$ cat src/logic/sram_pkg.sv
`default_nettype none

package sram_pkg;

    typedef logic [7:0]  byte_t;
    typedef logic [23:0] addr_t;
    typedef logic [5:0]  len_t;    // Burst size, 1 to 32
    typedef logic [3:0]  led_t;    // Active low

    typedef struct packed {
        logic  write_cmd;
        logic  read_cmd;
        len_t  size;
        addr_t address;
    } cmd_t;

    // ----------------------------------------
    // SRAM command set
    // ----------------------------------------
    localparam byte_t CMD_READ  = 8'h03;
    localparam byte_t CMD_WRITE = 8'h02;
    localparam byte_t CMD_EQIO  = 8'h38;    // Enter quad I/O

    localparam int DUMMY_BYTES = 1;
    localparam int ADDR_BYTES  = 3;

    localparam int FIFO_DEPTH = 32;
    localparam int FIFO_PTR_W = $clog2(FIFO_DEPTH);

    // Half period of sck in pll_clk cycles
    localparam logic [11:0] SPI_DIV  = 12'd4;
    localparam logic [11:0] QUAD_DIV = 12'd2;

    localparam logic DIR_OUT = 1'b1;
    localparam logic DIR_IN  = 1'b0;

    // ----------------------------------------
    // Self-test
    // ----------------------------------------
    localparam addr_t TEST_ADDR = 24'h001122;
    localparam int    TEST_LEN  = 8;
    localparam byte_t TEST_SEED = 8'hAA;
    localparam byte_t TEST_STEP = 8'h35;

    localparam led_t LED_IDLE = 4'b1111;
    localparam led_t LED_PASS = 4'b0110;    // Finished, pass
    localparam led_t LED_FAIL = 4'b0101;    // Finished, mismatch

endpackage

`default_nettype wire

$ cat src/logic/sram_selftest.sv
`timescale 1ns/1ps
`default_nettype none

module sram_selftest (
    input  wire                  pll_clk,
    input  wire                  rst_n,
    input  wire                  done,
    input  wire sram_pkg::byte_t data_out,
    input  wire                  data_out_empty,
    output sram_pkg::cmd_t       cmd,
    output sram_pkg::byte_t      data_in,
    output logic                 data_in_valid,
    output logic                 data_out_read,
    output sram_pkg::led_t       led
);

    typedef enum logic [2:0] {
        ST_INIT, ST_STUFF, ST_ISSUE_WRITE, ST_WAIT_WRITE,
        ST_ISSUE_READ, ST_WAIT_READ, ST_COMPARE, ST_FINISH
    } state_t;

    state_t          state;
    sram_pkg::len_t  cnt;
    sram_pkg::byte_t pattern;    // Seed plus cnt times step
    logic            mismatch;
    logic            bad;
    logic            last;

    // Pop each head byte in the cycle it is compared
    assign data_out_read = (state == ST_COMPARE) && !data_out_empty;
    assign bad  = data_out_empty || (data_out != pattern);
    assign last = (cnt == sram_pkg::len_t'(sram_pkg::TEST_LEN - 1));

    always_ff @(posedge pll_clk) begin
        if (!rst_n) begin
            state         <= ST_INIT;
            cmd           <= '0;
            data_in       <= '0;
            data_in_valid <= 1'b0;
            cnt           <= '0;
            pattern       <= sram_pkg::TEST_SEED;
            mismatch      <= 1'b0;
            led           <= sram_pkg::LED_IDLE;
        end else begin
            case (state)
                ST_INIT: begin
                    if (done) state <= ST_STUFF;    // EQIO finished
                end
                ST_STUFF: begin
                    data_in       <= pattern;
                    data_in_valid <= 1'b1;
                    pattern       <= pattern + sram_pkg::TEST_STEP;
                    cnt           <= last ? '0 : cnt + 6'd1;
                    if (last) state <= ST_ISSUE_WRITE;
                end
                ST_ISSUE_WRITE: begin
                    data_in_valid <= 1'b0;
                    cmd.write_cmd <= 1'b1;
                    cmd.address   <= sram_pkg::TEST_ADDR;
                    state         <= ST_WAIT_WRITE;
                end
                ST_WAIT_WRITE: begin
                    cmd.write_cmd <= 1'b0;
                    // done still high while the strobe is out
                    if (!cmd.write_cmd && done) state <= ST_ISSUE_READ;
                end
                ST_ISSUE_READ: begin
                    cmd.read_cmd <= 1'b1;
                    cmd.size     <= sram_pkg::len_t'(sram_pkg::TEST_LEN);
                    cmd.address  <= sram_pkg::TEST_ADDR;
                    pattern      <= sram_pkg::TEST_SEED;
                    state        <= ST_WAIT_READ;
                end
                ST_WAIT_READ: begin
                    cmd.read_cmd <= 1'b0;
                    if (!cmd.read_cmd && done) state <= ST_COMPARE;
                end
                ST_COMPARE: begin
                    mismatch <= mismatch || bad;
                    pattern  <= pattern + sram_pkg::TEST_STEP;
                    cnt      <= cnt + 6'd1;
                    if (last) begin
                        led   <= (mismatch || bad) ? sram_pkg::LED_FAIL : sram_pkg::LED_PASS;
                        state <= ST_FINISH;
                    end
                end
                default: begin
                    state <= ST_FINISH;    // Hold result until reset
                end
            endcase
        end
    end

endmodule

`default_nettype wire

$ cat config.mk
export PLATFORM = sky130hd
export DESIGN_NAME = sram_selftest
export DESIGN_NICKNAME = d
export VERILOG_FILES = /design/src/logic/sram_pkg.sv /design/src/logic/sram_selftest.sv
export SDC_FILE = /design/constraint.sdc
export NUM_CORES = 1
export LEC_CHECK = 0
export BUFFER_PORTS_ARGS = -buffer_cell sky130_fd_sc_hd__buf_2
export CORE_AREA = 2 2 71 73
export CTS_BUF_LIST = sky130_fd_sc_hd__clkbuf_8
export DETAILED_ROUTE_END_ITERATION = 8
export DIE_AREA = 0 0 73 75
export SKIP_LAST_GASP = 1
export SYNTH_ARGS = -nofsm -noshare
export SYNTH_HDL_FRONTEND = slang
export SYNTH_SLANG_ARGS = --single-unit
$ cat constraint.sdc
create_clock -name pll_clk -period 2.67 [get_ports pll_clk]
set_clock_uncertainty 0.2 [all_clocks]
set_input_delay 0.6675 -clock pll_clk [delete_from_list [all_inputs] [get_ports pll_clk]]
set_output_delay 0.6675 -clock pll_clk [all_outputs]
set_load 0.01 [all_outputs]
==> results of run 1 <==
cell families (layout without fill, tap and decap cells):
group / after synthesis / after routing / share of synthesized area, %
simple gates: 71 / 71 / 19.7
compound gates: 56 / 56 / 20.5
xor+xnor: 10 / 10 / 4.74
fa+ha+maj: 2 / 2 / 1.35
buf+inv: 47 / 48 / 15.9
mux: 1 / 1 / 0.542
flops: 34 / 34 / 36.8
other cells: 2 / 26 / 0.406
power by group:
| group | switching (µW) | leakage (µW) | internal, µW |
|---|---|---|---|
| clock | 179 | 0.0000573 | 298 |
| combinational | 100 | 0.000588 | 72.4 |
| sequential | 39.0 | 0.000277 | 538 |
layer usage:
metal / part of all wire (%) / wire length (µm) / track usage, % / vias up
met1: 49 / 1790 / 19.3 / 675
li1: - / - / - / 753
met2: 43 / 1570 / 21.3 / 60
met3: 6.2 / 226 / 4.82 / 8
met5: 0 / 0 / 0 / -
met4: 2.3 / 85 / 8.02 / 0
sequential cells by signal, summed over array words and instances, names as in the netlist:
signal,count
cmd,4
cnt,6
data_in,8
data_in_valid,1
led,3
mismatch,1
pattern,8
state,3
worst paths after layout:
kind	startpoint	slack, ns	endpoint	depth (start not counted)
max	state[1]	0.23	data_out_read	3
max reg2reg	state[2]	0.51	pattern[7]	4
min reg2reg	data_in[1]	0.26	data_in[1]	2
min	data_in[1]	0.26	data_in[1]	2
per-stage QoR:
stage                     setup WS (ns)  power, µW  std cells  hold WS [ns]  utilization [%]
after floorplan                   0.966        740        247         0.262                -
after global placement            0.575        761        295         0.252             41.0
after detailed placement          0.506        761        295         0.248             41.0
after CTS                         0.256       1250        302         0.268             43.4
after global routing              0.161       1300        302         0.286             43.4
final                             0.235       1230        302         0.263             43.4
worst max-delay path, stage by stage (launching register included):
cell and delay [ns]:
dfxtp_1 0.56, nand3b_1 0.40, nor2_1 0.17, buf_2 0.15
placed cells by master, fill, tap and decap left out, types with 3 or more instances in the layout:
master / n
o21a_1: 3
xnor2_1: 5
inv_1: 8
nor2b_1: 3
a21boi_0: 12
nor3_1: 4
a31oi_1: 3
o21ai_0: 13
and3_1: 3
nor2_1: 10
clkbuf_8: 6
nand2_1: 27
nand3_1: 5
dfxtp_1: 34
conb_1: 26
nand3b_1: 3
a21oi_1: 9
buf_2: 31
xor2_1: 5
cell type report:
type / instances / area [µm²]
Clock buffer: 6 / 82.6
Clock inverter: 1 / 30.0
Fill cell: 481 / 2640
Inverter: 8 / 30.0
Multi-Input combinational cell: 166 / 963
Sequential cell: 34 / 681
Tap cell: 54 / 67.6
Timing Repair Buffer: 33 / 170
==> flow_metrics.env, run 1 <==
export IMPL_die_x_um=73
export IMPL_clkLatencyLatePin_ns=0.28
export IMPL_finalSetupViolations=0
export IMPL_synthDistinctLibCells=48
export IMPL_worstMarginPinSlew_ns=0.640
export IMPL_antenna_found_initial=0
export IMPL_drt_pass1_iter_count=5
export IMPL_ctsHtreeMaxLevel=2
export IMPL_start_kind="flop"
export IMPL_synthTopCellsByCount="dfxtp_1, buf_4, nand2_1"
export IMPL_post_synth_instance_area_mm2=0.00185
export IMPL_maxCapViolations=0
export IMPL_synthMostInstantiatedCell="dfxtp_1"
export IMPL_cts_buffer_depth=2
export IMPL_fin_nets=262
export IMPL_antenna_left=0
export IMPL_start_util_pct=39.7
export IMPL_die_area_mm2=0.00548
export IMPL_gp_congestion=0.767
export IMPL_holdBufCountCts=0
export IMPL_final_layout_size_suffix_gt1_share_pct=19.4
export IMPL_synth_top_area_share_pct=36.8
export IMPL_async_flop_share_pct=0
export IMPL_postPlaceCellArea_mm2=0.00191
export IMPL_hold_viol=0
export IMPL_die_h_um=75
export IMPL_maxSlewHeadroom_pct=57.3
export IMPL_power_density_mw_per_mm2=606
export IMPL_root_buffer="clkbuf_8"
export IMPL_crit_arrival_ns=1.57
export IMPL_cp_required_ns=1.80
export IMPL_ys_top_cells_by_area="dfxtp_1, buf_4, nand2_1"
export IMPL_synth_edff_count=0
export IMPL_cts_sinks=34
export IMPL_crit_path_end_kind="output pin"
export IMPL_leakagePower_uw=0.000923
export IMPL_portBuffers=31
export IMPL_max_freq_mhz=411
export IMPL_grt_max_degree=34
export IMPL_rsz0062_at_grt="false"
export IMPL_via_per_inst=4.95
export IMPL_io_pins=58
export IMPL_ys_ff_latch=34
export IMPL_ys_flop_type="dfxtp_1"
export IMPL_grt_usage_pct=14.7
export IMPL_antennaDiodeCount=0
export IMPL_synth_avg_cell_area_um2=8.29
export IMPL_worst_path_max_fanout=13
export IMPL_postCtsSetupRepairBufs=0
export IMPL_yosys_area_top_type="dfxtp_1"
export IMPL_cts_resized=0
export IMPL_yosysWarnings=0
export IMPL_cts_tree="done"
export IMPL_num_vias=1496
export IMPL_ir_worst_vdd_mv=0.178
export IMPL_row_count=25
export IMPL_final_area_mm2=0.00202
export IMPL_clk_pin_slew_worst_paths_ns=0.07
export IMPL_syn_inst=223
export IMPL_fin_crit_sh_pct=91.2
export IMPL_cts_buffers=5
export IMPL_yosysSeqAreaShare_pct=36.8
export IMPL_first_iter_violations=80
export IMPL_first_global_vias=1279
export IMPL_avgRoutedWirePerCell_um=12.1
export IMPL_setup_tns_ns=0
export IMPL_syn_to_final_growth_pct=9.55
export IMPL_overflow=0
export IMPL_drc=0
export IMPL_maxSlewViolCount=0
export IMPL_period_minus_slack_ns=2.44
export IMPL_routed_wl_mm=3.67
export IMPL_setup_worst_path_class="reg -> out"
export IMPL_place_hpwl_mm=2.63
export IMPL_core_area_mm2=0.00466
export IMPL_hold_path_class="reg -> reg"
export IMPL_outcome="finished clean"
export IMPL_grt_pass1_wl_mm=6.06
Power figures use the tool's default switching activity.
==> run 2, diff against run 1 <==
- SKIP_LAST_GASP: 1 -> not set
- clock period: 2.67 -> 2.7 ns (I/O delays scaled with it)
==> run 2 against run 1 <==
  * Critical path depth did not move
  * Die area stayed put
  * First-iteration DRC count is 10% lower
  * Critical path type unchanged
  * Largest cell class unchanged
  * Largest power group unchanged
  * Highest routed layer unchanged
==> flow_metrics.env, run 2 (synthesized netlist as in run 1, its figures left out) <==
export IMPL_outcome="finished clean"
export IMPL_row_count=25
export IMPL_hold_worst_slack_ns=0.259
export IMPL_core_area_mm2=0.00466
export IMPL_finalNonFillerCells=302
export IMPL_clkLatencyLatePin_ns=0.28
export IMPL_postPlaceCellArea_mm2=0.00191
export IMPL_setup_worst_path_class="reg -> out"
export IMPL_antenna_found_initial=0
export IMPL_start_util_pct=39.7
export IMPL_antennaDiodeCount=0
export IMPL_crit_arrival_ns=1.47
export IMPL_mostFrequentLayoutCell="dfxtp_1"
export IMPL_rsz0062_at_grt="false"
export IMPL_antenna_left=0
export IMPL_worstMarginPinSlew_ns=0.613
export IMPL_first_iter_violations=72
export IMPL_routed_wl_mm=3.46
export IMPL_fin_nets=262
export IMPL_worst_path_max_fanout=15
export IMPL_root_buffer="clkbuf_8"
export IMPL_drc=0
export IMPL_ir_worst_vdd_mv=0.321
export IMPL_final_cell_mix="dfxtp_1, buf_2, nand2_1, conb_1, o21ai_0"
export IMPL_final_area_mm2=0.00199
export IMPL_crit_path_end_kind="output pin"
export IMPL_grt_pass1_wl_mm=5.98
export IMPL_clk_pin_slew_worst_paths_ns=0.06
export IMPL_postCtsSetupRepairBufs=0
export IMPL_post_place_ws_ns=0.558
export IMPL_first_global_vias=1259
export IMPL_cts_sinks=34
export IMPL_finalSetupViolations=0
export IMPL_maxSlewHeadroom_pct=59.1
export IMPL_power_density_mw_per_mm2=542
export IMPL_cts_buffer_depth=2
export IMPL_leakagePower_uw=0.000912
export IMPL_grt_max_degree=34
export IMPL_hold_viol=0
export IMPL_fin_ws_ns=0.356
export IMPL_io_pins=58
export IMPL_final_layout_size_suffix_gt1_share_pct=18.5
export IMPL_die_h_um=75
export IMPL_top_regs="data_in (8), pattern (8), cnt (6)"
export IMPL_gp_congestion=0.778
export IMPL_syn_to_final_growth_pct=7.58
export IMPL_portBuffers=31
export IMPL_start_kind="flop"
export IMPL_drt_pass1_iter_count=4
export IMPL_ctsHtreeMaxLevel=2
export IMPL_period_minus_slack_ns=2.34
export IMPL_maxCapViolations=0
export IMPL_fin_crit_sh_pct=86.8
export IMPL_cp_required_ns=1.82
export IMPL_maxSlewViolCount=0
export IMPL_cts_resized=0
export IMPL_num_vias=1492
export IMPL_cts_tree="done"
export IMPL_setup_tns_ns=0
export IMPL_avgRoutedWirePerCell_um=11.5
export IMPL_holdBufCountCts=0
export IMPL_overflow=0
export IMPL_via_per_inst=4.94
export IMPL_place_hpwl_mm=2.49
export IMPL_hold_path_class="reg -> reg"
export IMPL_die_area_mm2=0.00548
export IMPL_die_x_um=73
export IMPL_grt_usage_pct=14.2
export IMPL_cts_buffers=5
export IMPL_max_freq_mhz=427
export IMPL_dp_cells=295
==> run 2: path summary, 6_finish.rpt <==
kind / start / end / slack (ns) / depth (start not counted)
worst max-delay path: state[2] / data_out_read / 0.36 / 3
worst min-delay path: data_in[6] / data_in[6] / 0.26 / 2
worst max register to register: state[2] / pattern[7] / 0.55 / 4
worst min register to register: data_in[6] / data_in[6] / 0.26 / 2
==> run 2: worst max-delay path, stage by stage (launching register included) <==
cell      delay [ns]
dfxtp_1         0.57
nand3b_1        0.32
nor2_1          0.16
buf_2           0.14
==> run 2: power breakdown <==
part | internal, µW | switching, µW | total (µW)
sequential | 532 | 39.3 | 572
clock | 170 | 167 | 337
combinational | 71.5 | 97.9 | 169
==> run 2: routing by layer <==
metal	track usage [%]	up-vias	share of wire (%)
met4	5.35	0	1.6
met5	0	-	0
met3	4.55	5	5.9
met2	21.4	60	42
li1	-	757	-
met1	19.0	670	51
==> run 2: layout make-up <==
class	instances	area, µm²
multi-input cells	166	963
fillers	495	2670
clock inverters	2	7.51
inverters	8	30.0
well taps	54	67.6
flip-flops and latches	34	681
clock buffers	5	68.8
repair buffers	33	170
==> run 2: metrics by stage <==
| stage | total power, µW | util [%] |
|---|---|---|
| final | 1080 | 42.7 |
| after global routing | 1140 | 42.7 |
| after CTS | 1090 | 42.7 |
| after detailed placement | 752 | 41.0 |
| after global placement | 752 | 41.0 |
| after floorplan | 731 | - |
